--- config.mk ---
export PLATFORM = sky130hd
export DESIGN_NAME = riscv_controller
export DESIGN_NICKNAME = d
export VERILOG_FILES = /design/src/common/ctrl_pkg.sv /design/src/common/operand_pkg.sv /design/src/ctrl/ctrl_fsm.sv /design/src/hazard/operand_hazard_unit.sv /design/src/redirect_merge.sv /design/src/riscv_controller.sv
export VERILOG_INCLUDE_DIRS = /design/src /design/src/common
export SDC_FILE = /design/constraint.sdc
export NUM_CORES = 1
export LEC_CHECK = 0
export BUFFER_PORTS_ARGS = -buffer_cell sky130_fd_sc_hd__buf_2
export CORE_MARGIN = 3
export CORE_UTILIZATION = 30
export CTS_CLUSTER_DIAMETER = 40
export DETAILED_ROUTE_END_ITERATION = 12
export GPL_TIMING_DRIVEN = 0
export PLACE_DENSITY_LB_ADDON = 0.2
export SYNTH_ARGS = -nofsm -noshare
export SYNTH_HDL_FRONTEND = slang
export SYNTH_SLANG_ARGS = --single-unit
--- constraint.sdc ---
create_clock -name clk -period 3.9 [get_ports clk]
set_input_delay 0.78 -clock clk [delete_from_list [all_inputs] [get_ports clk]]
set_output_delay 0.78 -clock clk [all_outputs]
set_load 0.005 [all_outputs]
--- src/common/ctrl_defs.svh ---
// rv32 base encoding assumed, rs3 only exists in r4-type instructions and aliases funct7 bits
`ifndef CTRL_DEFS_SVH
`define CTRL_DEFS_SVH

//////////////////////////////////////////////////
// widths
//////////////////////////////////////////////////

// architectural register index
`define REG_ADDR_W 5

// instruction word
`define XLEN 32

//////////////////////////////////////////////////
// source and destination field positions
//////////////////////////////////////////////////

// rs1 sits at bits 19..15
`define RS1_LSB 15

// rs2 sits at bits 24..20
`define RS2_LSB 20

// rd sits at bits 11..7, opcode fills everything below it
`define RD_LSB 7

// rs3 sits at bits 31..27 in the r4 view
`define RS3_LSB 27

`endif

--- src/common/ctrl_pkg.sv ---
// sequencing types only, pc select codes must match the fetch stage mux order
package ctrl_pkg;

  //////////////////////////////////////////////////
  // controller state
  //////////////////////////////////////////////////

  // reset value is RESET, encoding order follows the boot path
  typedef enum logic [3:0] {
    RESET,
    BOOT_SET,
    SLEEP,
    FIRST_FETCH,
    DECODE,
    BRANCH_DELAY,
    FLUSH_EX,
    FLUSH_WB
  } ctrl_state_e;

  // fetch stage pc source
  // codes 3'b001, 3'b110 and 3'b111 are left free in the fetch mux
  typedef enum logic [2:0] {
    PC_BOOT      = 3'b000,
    PC_JUMP      = 3'b010,
    PC_BRANCH    = 3'b011,
    PC_EXCEPTION = 3'b100,
    PC_ERET      = 3'b101
  } pc_sel_e;

  // jump classification coming from the decoder
  typedef enum logic [1:0] {
    NONE = 2'b00,
    JAL  = 2'b01,
    JALR = 2'b10,
    COND = 2'b11
  } jump_kind_e;

  //////////////////////////////////////////////////
  // redirect request
  //////////////////////////////////////////////////

  // jump_only marks a request that must wait out a jump-register stall
  typedef struct packed {
    logic    valid;
    pc_sel_e pc_sel;
    logic    jump_only;
  } redirect_req_t;

endpackage

--- src/common/operand_pkg.sv ---
// operand side types, the instruction union assumes rv32 field layout from ctrl_defs.svh
`include "ctrl_defs.svh"

package operand_pkg;

  // r view, the usual register-register layout
  typedef struct packed {
    logic [`XLEN-`RS2_LSB-`REG_ADDR_W-1:0]   funct7;
    logic [`REG_ADDR_W-1:0]                  rs2;
    logic [`REG_ADDR_W-1:0]                  rs1;
    logic [`RS1_LSB-`RD_LSB-`REG_ADDR_W-1:0] funct3;
    logic [`REG_ADDR_W-1:0]                  rd;
    logic [`RD_LSB-1:0]                      opcode;
  } insn_r_t;

  // r4 view, funct7 splits into rs3 and a format field
  typedef struct packed {
    logic [`XLEN-`RS3_LSB-1:0]                rs3;
    logic [`RS3_LSB-`RS2_LSB-`REG_ADDR_W-1:0] fmt;
    logic [`REG_ADDR_W-1:0]                   rs2;
    logic [`REG_ADDR_W-1:0]                   rs1;
    logic [`RS1_LSB-`RD_LSB-`REG_ADDR_W-1:0]  funct3;
    logic [`REG_ADDR_W-1:0]                   rd;
    logic [`RD_LSB-1:0]                       opcode;
  } insn_r4_t;

  // one fetched word, two decodings of the same bits
  typedef union packed {
    insn_r_t  r;
    insn_r4_t r4;
  } insn_u;

  // operand mux select in the decode stage
  typedef enum logic [1:0] {
    SEL_REGFILE = 2'b00,
    SEL_FW_EX   = 2'b01,
    SEL_FW_WB   = 2'b10
  } fwd_sel_e;

  // register file write port seen from a later stage
  typedef struct packed {
    logic [`REG_ADDR_W-1:0] waddr;
    logic                   we;
  } wr_port_t;

  // selects for operands a, b and c
  typedef struct packed {
    fwd_sel_e a;
    fwd_sel_e b;
    fwd_sel_e c;
  } fwd_sel_t;

endpackage

--- src/ctrl/ctrl_fsm.sv ---
// single state register, all outputs are combinational and stage valids are level inputs
`timescale 1ns/100ps

module ctrl_fsm
  import ctrl_pkg::*;
(
  input  logic          clk,
  input  logic          rst_n,
  input  logic          fetch_enable_i,
  input  logic          exc_req_i,
  input  logic          eret_insn_i,
  input  logic          pipe_flush_i,
  input  jump_kind_e    jump_in_ex_i,
  input  jump_kind_e    jump_in_dec_i,
  input  logic          branch_decision_i,
  input  logic          if_valid_i,
  input  logic          id_valid_i,
  input  logic          ex_valid_i,
  input  logic          wb_valid_i,
  output redirect_req_t redirect_o,
  output logic          is_decoding_o,
  output logic          instr_req_o,
  output logic          core_busy_o,
  output logic          halt_if_o,
  output logic          halt_id_o,
  output logic          exc_ack_o,
  output logic          save_pc_if_o,
  output logic          save_pc_id_o
);

  ctrl_state_e   state_q;
  ctrl_state_e   state_d;
  redirect_req_t dec_req;
  logic          dec_is_jump;
  logic          branch_taken;

  // unconditional jump sitting in decode
  assign dec_is_jump  = (jump_in_dec_i == JAL) || (jump_in_dec_i == JALR);
  // conditional branch in ex that resolved taken
  assign branch_taken = (jump_in_ex_i == COND) && branch_decision_i;

  //////////////////////////////////////////////////
  // decode-side redirect candidate
  //////////////////////////////////////////////////

  // later assignments win, so eret beats exception beats jump
  always_comb
  begin
    dec_req = '{valid: 1'b0, pc_sel: PC_BOOT, jump_only: 1'b0};
    if (dec_is_jump)
    begin
      dec_req = '{valid: 1'b1, pc_sel: PC_JUMP, jump_only: 1'b1};
    end
    if (exc_req_i)
    begin
      dec_req = '{valid: 1'b1, pc_sel: PC_EXCEPTION, jump_only: 1'b0};
    end
    if (eret_insn_i)
    begin
      dec_req = '{valid: 1'b1, pc_sel: PC_ERET, jump_only: 1'b0};
    end
  end

  //////////////////////////////////////////////////
  // next state and outputs
  //////////////////////////////////////////////////

  always_comb
  begin
    state_d       = state_q;
    redirect_o    = '{valid: 1'b0, pc_sel: PC_BOOT, jump_only: 1'b0};
    instr_req_o   = 1'b1;
    core_busy_o   = 1'b1;
    is_decoding_o = 1'b0;
    halt_if_o     = 1'b0;
    halt_id_o     = 1'b0;
    exc_ack_o     = 1'b0;
    save_pc_if_o  = 1'b0;
    save_pc_id_o  = 1'b0;

    unique case (state_q)
      // idle out of reset, nothing fetched yet
      RESET:
      begin
        core_busy_o = 1'b0;
        instr_req_o = 1'b0;
        if (fetch_enable_i)
          state_d = BOOT_SET;
      end

      // load boot address into the fetch pc
      BOOT_SET:
      begin
        redirect_o = '{valid: 1'b1, pc_sel: PC_BOOT, jump_only: 1'b0};
        state_d    = FIRST_FETCH;
      end

      // woken by fetch enable or by a pending exception
      SLEEP:
      begin
        core_busy_o = 1'b0;
        instr_req_o = 1'b0;
        if (fetch_enable_i || exc_req_i)
          state_d = FIRST_FETCH;
      end

      // wait for the first instruction to reach decode
      FIRST_FETCH:
      begin
        redirect_o   = dec_req;
        exc_ack_o    = exc_req_i;
        // jumps in decode already moved the if pc, keep the if copy
        save_pc_if_o = exc_req_i && dec_is_jump;
        save_pc_id_o = exc_req_i && !dec_is_jump;
        if (id_valid_i)
          state_d = DECODE;
      end

      DECODE:
      begin
        if (branch_taken)
        begin
          // decode instruction is on the wrong path
          redirect_o = '{valid: 1'b1, pc_sel: PC_BRANCH, jump_only: 1'b0};
          if (if_valid_i)
            state_d = DECODE;
          else
            state_d = BRANCH_DELAY;
        end
        else
        begin
          is_decoding_o = 1'b1;
          redirect_o    = dec_req;
          exc_ack_o     = exc_req_i;
          save_pc_if_o  = exc_req_i && dec_is_jump;
          save_pc_id_o  = exc_req_i && !dec_is_jump;

          // eret back into sleep when the core was only woken for it
          if (eret_insn_i && !fetch_enable_i)
          begin
            halt_if_o = 1'b1;
            halt_id_o = 1'b1;
            state_d   = FLUSH_EX;
          end

          // wfi drains the pipe
          if (pipe_flush_i)
          begin
            halt_if_o = 1'b1;
            halt_id_o = 1'b1;
            state_d   = FLUSH_EX;
          end
        end
      end

      // branch target not yet fetched
      BRANCH_DELAY:
      begin
        if (if_valid_i)
          state_d = DECODE;
      end

      // nop into ex, hold front end
      FLUSH_EX:
      begin
        halt_if_o = 1'b1;
        halt_id_o = 1'b1;
        if (ex_valid_i)
          state_d = FLUSH_WB;
      end

      FLUSH_WB:
      begin
        if (!fetch_enable_i)
        begin
          halt_if_o = 1'b1;
          halt_id_o = 1'b1;
          if (wb_valid_i)
            state_d = SLEEP;
        end
        else
        begin
          // fetch enabled again, release the front end
          if (id_valid_i)
            state_d = DECODE;
        end
      end

      default:
      begin
        instr_req_o = 1'b0;
        state_d     = RESET;
      end
    endcase
  end

  // state register
  always_ff @(posedge clk, negedge rst_n)
  begin
    if (!rst_n)
      state_q <= RESET;
    else
      state_q <= state_d;
  end

endmodule

--- src/hazard/operand_hazard_unit.sv ---
// purely combinational, rs3 is always taken from the r4 view whether or not the op is r4-type
`timescale 1ns/100ps

`include "ctrl_defs.svh"

module operand_hazard_unit
  import ctrl_pkg::*;
  import operand_pkg::*;
(
  input  insn_u      instr_i,
  input  logic       rega_used_i,
  input  logic       regb_used_i,
  input  logic       regc_used_i,
  input  jump_kind_e jump_in_dec_i,
  input  logic       data_req_ex_i,
  input  wr_port_t   wr_ex_i,
  input  wr_port_t   wr_wb_i,
  input  wr_port_t   wr_alu_i,
  output fwd_sel_t   fwd_sel_o,
  output logic       load_stall_o,
  output logic       jr_stall_o
);

  logic [`REG_ADDR_W-1:0] rs1;
  logic [`REG_ADDR_W-1:0] rs2;
  logic [`REG_ADDR_W-1:0] rs3;

  // ex port hits
  logic ex_a, ex_b, ex_c;
  // wb port hits
  logic wb_a, wb_b, wb_c;
  // alu forwarding port hits
  logic alu_a, alu_b, alu_c;

  // a write port hits a source only when enabled and the source is read
  function automatic logic port_hit(
    input wr_port_t               port,
    input logic [`REG_ADDR_W-1:0] raddr,
    input logic                   used
  );
    return port.we && used && (port.waddr == raddr);
  endfunction

  // alu result beats wb result beats register file
  function automatic fwd_sel_e pick_src(input logic alu_hit, input logic wb_hit);
    if (alu_hit)
      return SEL_FW_EX;
    else if (wb_hit)
      return SEL_FW_WB;
    else
      return SEL_REGFILE;
  endfunction

  //////////////////////////////////////////////////
  // source register matching
  //////////////////////////////////////////////////

  assign rs1 = instr_i.r.rs1;
  assign rs2 = instr_i.r.rs2;
  // third source only in the fused layout
  assign rs3 = instr_i.r4.rs3;

  assign ex_a  = port_hit(wr_ex_i, rs1, rega_used_i);
  assign ex_b  = port_hit(wr_ex_i, rs2, regb_used_i);
  assign ex_c  = port_hit(wr_ex_i, rs3, regc_used_i);
  assign wb_a  = port_hit(wr_wb_i, rs1, rega_used_i);
  assign wb_b  = port_hit(wr_wb_i, rs2, regb_used_i);
  assign wb_c  = port_hit(wr_wb_i, rs3, regc_used_i);
  assign alu_a = port_hit(wr_alu_i, rs1, rega_used_i);
  assign alu_b = port_hit(wr_alu_i, rs2, regb_used_i);
  assign alu_c = port_hit(wr_alu_i, rs3, regc_used_i);

  //////////////////////////////////////////////////
  // stalls
  //////////////////////////////////////////////////

  // load data is not ready until wb, so any consumer waits a cycle
  assign load_stall_o = data_req_ex_i && (ex_a || ex_b || ex_c);

  // jalr target comes from rs1 in decode, no forwarding into the pc path
  assign jr_stall_o = (jump_in_dec_i == JALR) && (ex_a || wb_a || alu_a);

  //////////////////////////////////////////////////
  // forwarding selects
  //////////////////////////////////////////////////

  always_comb
  begin
    fwd_sel_o.a = pick_src(alu_a, wb_a);
    fwd_sel_o.b = pick_src(alu_b, wb_b);
    fwd_sel_o.c = pick_src(alu_c, wb_c);

    // x0 reads as zero from the register file
    if (rs1 == '0)
      fwd_sel_o.a = SEL_REGFILE;
    if (rs2 == '0)
      fwd_sel_o.b = SEL_REGFILE;
  end

endmodule

--- src/redirect_merge.sv ---
// combinational only, pc_mux_sel reads PC_BOOT whenever no redirect is requested
`timescale 1ns/100ps

module redirect_merge
  import ctrl_pkg::*;
(
  input  redirect_req_t redirect_i,
  input  logic          is_decoding_i,
  input  logic          illegal_insn_i,
  input  logic          load_stall_i,
  input  logic          jr_stall_i,
  output logic          pc_set_o,
  output pc_sel_e       pc_mux_sel_o,
  output logic          deassert_we_o
);

  // jump target depends on a register still in flight
  logic jump_held;
  // any reason the decode instruction must not commit
  logic kill_we;

  //////////////////////////////////////////////////
  // pc redirect
  //////////////////////////////////////////////////

  assign jump_held = redirect_i.jump_only && jr_stall_i;

  // select stays visible while a held jump waits,
  // only the set strobe is withheld
  assign pc_set_o = redirect_i.valid && !jump_held;

  always_comb
  begin
    if (redirect_i.valid)
      pc_mux_sel_o = redirect_i.pc_sel;
    else
      pc_mux_sel_o = PC_BOOT;
  end

  //////////////////////////////////////////////////
  // write enable suppression
  //////////////////////////////////////////////////

  // outside decode nothing valid sits in id
  // stalls replay the same instruction next cycle
  assign kill_we = !is_decoding_i
                || illegal_insn_i
                || load_stall_i
                || jr_stall_i;

  assign deassert_we_o = kill_we;

endmodule

--- src/riscv_controller.sv ---
// controller top, wiring only, every output is combinational from state and current inputs
`timescale 1ns/100ps

module riscv_controller
  import ctrl_pkg::*;
  import operand_pkg::*;
(
  input  logic       clk,
  input  logic       rst_n,
  // control inputs
  input  logic       fetch_enable_i,
  input  logic       exc_req_i,
  input  logic       eret_insn_i,
  input  logic       pipe_flush_i,
  input  logic       illegal_insn_i,
  input  jump_kind_e jump_in_ex_i,
  input  jump_kind_e jump_in_dec_i,
  input  logic       branch_decision_i,
  // operand side
  input  logic       rega_used_i,
  input  logic       regb_used_i,
  input  logic       regc_used_i,
  input  insn_u      instr_rdata_i,
  input  logic       data_req_ex_i,
  input  wr_port_t   wr_ex_i,
  input  wr_port_t   wr_wb_i,
  input  wr_port_t   wr_alu_i,
  // stage valids
  input  logic       if_valid_i,
  input  logic       id_valid_i,
  input  logic       ex_valid_i,
  input  logic       wb_valid_i,
  // outputs
  output logic       instr_req_o,
  output logic       core_busy_o,
  output logic       is_decoding_o,
  output logic       halt_if_o,
  output logic       halt_id_o,
  output logic       exc_ack_o,
  output logic       save_pc_if_o,
  output logic       save_pc_id_o,
  output logic       pc_set_o,
  output pc_sel_e    pc_mux_sel_o,
  output logic       deassert_we_o,
  output fwd_sel_t   fwd_sel_o,
  output logic       load_stall_o,
  output logic       jr_stall_o
);

  // fsm request before the jr stall hold
  redirect_req_t redirect_req;

  ctrl_fsm u_ctrl_fsm (
    .clk               (clk),
    .rst_n             (rst_n),
    .fetch_enable_i    (fetch_enable_i),
    .exc_req_i         (exc_req_i),
    .eret_insn_i       (eret_insn_i),
    .pipe_flush_i      (pipe_flush_i),
    .jump_in_ex_i      (jump_in_ex_i),
    .jump_in_dec_i     (jump_in_dec_i),
    .branch_decision_i (branch_decision_i),
    .if_valid_i        (if_valid_i),
    .id_valid_i        (id_valid_i),
    .ex_valid_i        (ex_valid_i),
    .wb_valid_i        (wb_valid_i),
    .redirect_o        (redirect_req),
    .is_decoding_o     (is_decoding_o),
    .instr_req_o       (instr_req_o),
    .core_busy_o       (core_busy_o),
    .halt_if_o         (halt_if_o),
    .halt_id_o         (halt_id_o),
    .exc_ack_o         (exc_ack_o),
    .save_pc_if_o      (save_pc_if_o),
    .save_pc_id_o      (save_pc_id_o)
  );

  operand_hazard_unit u_operand_hazard_unit (
    .instr_i       (instr_rdata_i),
    .rega_used_i   (rega_used_i),
    .regb_used_i   (regb_used_i),
    .regc_used_i   (regc_used_i),
    .jump_in_dec_i (jump_in_dec_i),
    .data_req_ex_i (data_req_ex_i),
    .wr_ex_i       (wr_ex_i),
    .wr_wb_i       (wr_wb_i),
    .wr_alu_i      (wr_alu_i),
    .fwd_sel_o     (fwd_sel_o),
    .load_stall_o  (load_stall_o),
    .jr_stall_o    (jr_stall_o)
  );

  redirect_merge u_redirect_merge (
    .redirect_i     (redirect_req),
    .is_decoding_i  (is_decoding_o),
    .illegal_insn_i (illegal_insn_i),
    .load_stall_i   (load_stall_o),
    .jr_stall_i     (jr_stall_o),
    .pc_set_o       (pc_set_o),
    .pc_mux_sel_o   (pc_mux_sel_o),
    .deassert_we_o  (deassert_we_o)
  );

endmodule

==> impl_metrics.toml, run 1 <==
[timing]
post-route-worst-setup-slack_ns = 0.9234
report.final.slew_viol_count = 0
fin_worst_skew_ns = 0.001786
maxClockFrequency_mhz = 336.0
post-route-period-util = 0.7632
finalCriticalPeriod_ns = 2.977
rsz0062_at_grt = "no"
finalSetupViolations = 0
report.final.hold_viol_count = 0
setup-tns-final_ns = 0

[cts]
clock_latency_ns = 0.22
total_setup_buffers_inserted_after_cts = 0
cts_resized = 0
tritoncts = "done"
clock-root-buffer = "sky130_fd_sc_hd__clkbuf_8"
cts-buffers-inserted = 3
numClockSinks = 4
h-tree-depth = 1
clk_path_buf_depth = 2
cts_hold_buffers = 0
clk_transition_reported_paths_ns = 0.03

[logic_synthesis]
synth.cell_area_um2 = 1125
synthFlopType = "sky130_fd_sc_hd__dfrtp_1"
postSynth.asyncResetShare = 1.000
syn_area_per_cell_um2 = 7.165
synth.top_cell.area_share = 0.1635
seq_area_frac_synth = 0.08899
synth.yosys.warnings = 0
yosys.cell_count.top_type = "sky130_fd_sc_hd__xnor2_1"
netlist_top_cells_count = "21 x sky130_fd_sc_hd__xnor2_1, 20 x sky130_fd_sc_hd__xor2_1, 10 x sky130_fd_sc_hd__a21oi_1, 10 x sky130_fd_sc_hd__nor2_1, 9 x sky130_fd_sc_hd__inv_1"
synth_area_leader_cell = "sky130_fd_sc_hd__xnor2_1"
ys_ff_latch = 4
synth_edf_count = 0
post_synth_inst_count = 157
synth.net_count = 228
synthDistinctLibCells = 39
yosys-top-cells-area = "sky130_fd_sc_hd__xnor2_1 16%, sky130_fd_sc_hd__xor2_1 16%, sky130_fd_sc_hd__dfrtp_1 8.9%, sky130_fd_sc_hd__a21oi_1 4.4%, sky130_fd_sc_hd__nand4_1 3.9%"

[global_routing]
antenna_found_initial = 0
first_global_vias = 1279
grt_use_total = 0.1607
grt_start_max_net_pins = 11
global_route.overflow_total = 0
wire_length_of_the_first_global_routing_pass_um = 5720

[detailed_routing]
detailed_router_iteration_count_before_antenna_repair = 4
wire_length_per_cell_um = 13.34
drt_wl_total_um = 3721
drcViolationCount = 0
vias_per_cell = 4.968
route.antenna.remaining_nets = 0
dr_total_vias = 1386
dr.first_iter.drc_count = 62

[setup_path]
maximum_net_fanout_on_the_critical_path = 4
critical_path_required_ns = 3.12
critical_path_buf_inv_count = 2
r2r_start = "u_ctrl_fsm.state_q[1]$_DFFE_PN0P_"
critical_path.most_common_cell = "sky130_fd_sc_hd__buf_2"
critical_path_cell_count = 5
crit_path_dat_ns = 2.20
critical_path.startpoint_type = "input pin"
max_stage_delay_ns = 0.50
worst-setup-path-type = "input pin to output port"
reg2reg_to = "u_ctrl_fsm.state_q[1]$_DFFE_PN0P_"
worst-r2r-cell-count = 5
reg2reg_slack_ns = 2.10
critPathTopFamily = "simple AND/OR/NAND/NOR gates"
cpMaxStageDelayCell = "sky130_fd_sc_hd__or4_4"
setup.worst_path.end_class = "output port"
path_cells = "buf_2, and3_4, or4_4, or4_1, buf_2"

[floorplanning]
floorplan.die_area_um2 = 4520
initial_standard_cell_utilization_of_the_core = 0.3243
die_x_um = 67.23
core.rowCount = 21
core_area_um2 = 3468
vertical_die_dimension_um = 67.23
ios = 91

[layout]
insertedDiodeCount = 0
finish.net_count = 306
area_growth_syn_to_layout_pct = 41.27
top_register_by_number_of_flip_flops = "u_ctrl_fsm.state_q"
final_design_area_no_fill_um2 = 1589
largest_register_ffs = 4
drive_above_1_share = 0.3691
fill_cell_count = 395
reg_top3 = "u_ctrl_fsm.state_q: 4 flops"

[placed_design]
placement.cell_area_um2 = 1548
gp_routability_congestion = 0.8547
io_buffers = 73
post-place-ws_ns = 0.9038
dpl.hpwl_um = 3215

[min_path]
hold_path.class = "input pin to async pin"

[power]
share_comb_of_total_power = 0.647
share_clk_of_total_power = 0.207
p_sw_mw = 0.1799
leakagePower_nw = 0.7607
power_density_nw_per_um2 = 266.8
post-layout-total-power_mw = 0.4240
p_int_mw = 0.2440
share_seq_of_total_power = 0.146
netSwitchingFraction = 0.4244
worst_ir_drop_vdd_v = 0.0001836

[run_status]
status = "completed"

[job]
max_cap_violations = 0
[power groups by stage]
stage	sequential, mW	combinational [mW]	clock, mW
global placement	0.0617	0.272	0
detailed placement	0.0624	0.272	0
floorplan	0.0598	0.177	0
finish	0.0617	0.274	0.0878
CTS	0.0619	0.274	0.0914
global route	0.0639	0.305	0.0965
[final cells by class]
cell class / instances / area, um^2 / area share
clock buffers: 3 / 41.29 / 0.02598
flip-flops and latches: 4 / 100.1 / 0.06299
inverters: 9 / 33.78 / 0.02126
plain buffers: 7 / 36.28 / 0.02283
well taps: 46 / 57.56 / 0.03622
repair buffers: 73 / 365.4 / 0.2299
multi-input cells: 137 / 954.7 / 0.6008
[cell families (layout without fill, tap and decap cells)]
group,after synthesis,count (layout),share of synthesized area
AO/OA/AOI/OAI,32,32,0.1869
XOR/XNOR,41,41,0.3192
adder cells (fa/ha/maj),1,1,0.01112
buffers and inverters,16,92,0.06228
flip-flops,4,4,0.08899
multiplexers,2,2,0.02002
other,1,1,0.003334
AND/OR/NAND/NOR,60,60,0.3081
[through the flow]
stage / hold WS (ns) / instances / utilization
after floorplan: 0.4844 / 157 / -
after global placement: 0.5872 / 276 / 0.4462
after detailed placement: 0.5892 / 276 / 0.4462
after CTS: 0.3569 / 279 / 0.4582
after global routing: 0.3560 / 279 / 0.4582
final: 0.3616 / 279 / 0.4582
[layer usage]
metal	up-vias	track usage	routed length, um
met5	-	0	0
met4	0	0.03038	0
met3	0	0.01498	254
met2	44	0.2810	1794
met1	626	0.2143	1673
li1	716	-	-
[how the worst max path moves through the flow]
stage,startpoint,to,slack [ns]
after floorplan,branch_decision_i,deassert_we_o,1.17
after global placement,instr_rdata_i[18],pc_set_o,0.89
after detailed placement,instr_rdata_i[18],pc_set_o,0.90
after CTS,instr_rdata_i[18],pc_set_o,0.89
after global routing,instr_rdata_i[19],pc_set_o,0.78
final,branch_decision_i,deassert_we_o,0.92
[placed cells by master (no fill, tap or decap), types with 5 or more instances in the layout]
master,Yosys,final
sky130_fd_sc_hd__nand2_1,8,8
sky130_fd_sc_hd__inv_1,9,9
sky130_fd_sc_hd__buf_2,1,74
sky130_fd_sc_hd__nand4_1,7,7
sky130_fd_sc_hd__xor2_1,20,20
sky130_fd_sc_hd__a21oi_1,10,10
sky130_fd_sc_hd__xnor2_1,21,21
sky130_fd_sc_hd__nor2_1,10,10
sky130_fd_sc_hd__nand3_1,5,5
sky130_fd_sc_hd__nor4_1,5,5
Power figures use the tool's default switching activity.
==> run 2, diff against run 1 <==
- clock period: 3.9 -> 2.4 ns (I/O delays scaled with it)
==> run 2 against run 1 <==
  * Worst setup slack got worse by 0.90 ns
  * Wire length increased by 1.8%
  * Final area rose by 1.3%
  * Global-route usage about the same
  * Clock power rose by 63%
  * First-iteration DRC count grew 9.7%
  * Largest power group unchanged
==> impl_metrics.toml, run 2 (synthesis gave the netlist of run 1 again) <==
[setup_path]
critical_path.startpoint_type = "input pin"
r2r_start = "u_ctrl_fsm.state_q[3]$_DFFE_PN0P_"
cpMaxStageDelayCell = "sky130_fd_sc_hd__or4_4"
setup.worst_path.end_class = "output port"
critical_path_buf_inv_count = 2
reg2reg_slack_ns = 0.61
worst-r2r-cell-count = 4
critPathTopFamily = "simple AND/OR/NAND/NOR gates"
worst_setup_path_startpoint = "branch_decision_i"
critical_path_required_ns = 1.92
maximum_net_fanout_on_the_critical_path = 4
critical_path.most_common_cell = "sky130_fd_sc_hd__buf_2"
max_stage_delay_ns = 0.50
reg2reg_to = "u_ctrl_fsm.state_q[1]$_DFFE_PN0P_"
worst-setup-path-type = "input pin to output port"
path_cells = "buf_2, and3_4, or4_4, or4_1, buf_2"
crit_path_dat_ns = 1.89

[cts]
tritoncts = "done"
total_setup_buffers_inserted_after_cts = 0
h-tree-depth = 1
clock_latency_ns = 0.22
clock-root-buffer = "sky130_fd_sc_hd__clkbuf_8"
cts_hold_buffers = 0
numClockSinks = 4
cts-buffers-inserted = 3
clk_path_buf_depth = 2
clk_transition_reported_paths_ns = 0.03

[floorplanning]
die_x_um = 67.23
core_area_um2 = 3468
ios = 91
initial_standard_cell_utilization_of_the_core = 0.3243
core.rowCount = 21
vertical_die_dimension_um = 67.23
floorplan.die_area_um2 = 4520

[layout]
final_common_cell = "sky130_fd_sc_hd__buf_2"
mostFrequentLayoutCells = "75 x sky130_fd_sc_hd__buf_2, 21 x sky130_fd_sc_hd__xnor2_1, 20 x sky130_fd_sc_hd__xor2_1, 10 x sky130_fd_sc_hd__nor2_1, 10 x sky130_fd_sc_hd__a21oi_1"
fill_cell_count = 395
finish.net_count = 305
area_growth_syn_to_layout_pct = 43.16
largest_register_ffs = 4
reg_top3 = "u_ctrl_fsm.state_q: 4 flops"
drive_above_1_share = 0.3922
insertedDiodeCount = 0
layout.core_utilization = 0.4643
top_register_by_number_of_flip_flops = "u_ctrl_fsm.state_q"

[power]
post-layout-total-power_mw = 0.6950
power_density_nw_per_um2 = 431.6
worst_ir_drop_vdd_v = 0.0003625
leakagePower_nw = 0.7615

[timing]
report.final.slew_viol_count = 0
post-route-period-util = 0.9893
rsz0062_at_grt = "yes"
report.final.hold_viol_count = 0
maxClockFrequency_mhz = 421.2
finalCriticalPeriod_ns = 2.374
fin_worst_skew_ns = 0.002022
finalSetupViolations = 0
post-route-worst-setup-slack_ns = 0.02579

[global_routing]
global_route.overflow_total = 0
first_global_vias = 1274
grt_use_total = 0.1604
antenna_found_initial = 0
wire_length_of_the_first_global_routing_pass_um = 5706
grt_start_max_net_pins = 11

[detailed_routing]
dr.first_iter.drc_count = 68
drt_wl_total_um = 3789
route.antenna.remaining_nets = 0
wire_length_per_cell_um = 13.63
dr_total_vias = 1397
drcViolationCount = 0
vias_per_cell = 5.025
detailed_router_iteration_count_before_antenna_repair = 4

[placed_design]
gp_routability_congestion = 0.8547
post-place-ws_ns = 0.003817
dpl.hpwl_um = 3215
io_buffers = 73

[min_path]
hold_path.class = "input pin to async pin"

[run_status]
status = "completed"

[job]
max_cap_violations = 0
[run 2: changes by cell type in the layout (fill, tap and decap cells not counted), sizes merged]
cell / before / now
clkbuf: 7 / 5
buf: 76 / 77
[run 2: area by class of cell]
type	instances	area, um^2	share of cell area
multi-input cells	137	978.4	0.6076
repair buffers	73	365.4	0.2269
flip-flops and latches	4	101.3	0.06294
well taps	46	57.56	0.03574
clock buffers	3	41.29	0.02564
inverters	9	33.78	0.02098
plain buffers	6	32.53	0.02020
[run 2: worst max path at each step]
| stage | depth (start not counted) | to | slack (ns) |
|---|---|---|---|
| after floorplan | 3 | deassert_we_o | 0.27 |
| after global placement | 7 | pc_set_o | -0.006 |
| after detailed placement | 7 | pc_set_o | 0.004 |
| final | 5 | deassert_we_o | 0.03 |
| after CTS | 7 | pc_set_o | 0.02 |
| after global routing | 5 | deassert_we_o | -0.0004 |
[run 2: power breakdown]
| part | switching, mW | internal, mW |
|---|---|---|
| clock network | 0.0355 | 0.107 |
| logic | 0.230 | 0.202 |
| registers | 0.0320 | 0.0881 |
| total | 0.298 | 0.397 |
[run 2: what timing repair did]
item                       4_1_cts  5_1_grt
setup endpoints to repair        2        3
pin swaps                        0        0
resized for setup                1        7
[run 2: layer usage]
layer | global-route usage | vias to the layer above | wire length [um]
met2 | 0.2798 | 48 | 1814
met4 | 0.03038 | 0 | 12
met3 | 0.01498 | 2 | 243
met1 | 0.2143 | 634 | 1720
li1 | - | 713 | -
met5 | 0 | - | 0
[run 2: per-stage QoR]
stage	setup TNS (ns)	cells	hold WS, ns	area [um^2]
finish	0	278	0.06206	1610
global route	-0.0003795	278	0.05617	1610
CTS	0	278	0.05695	1590
detailed placement	0	276	0.2892	1548
global placement	-0.006371	276	0.2872	1548
floorplan	0	157	0.1844	1125
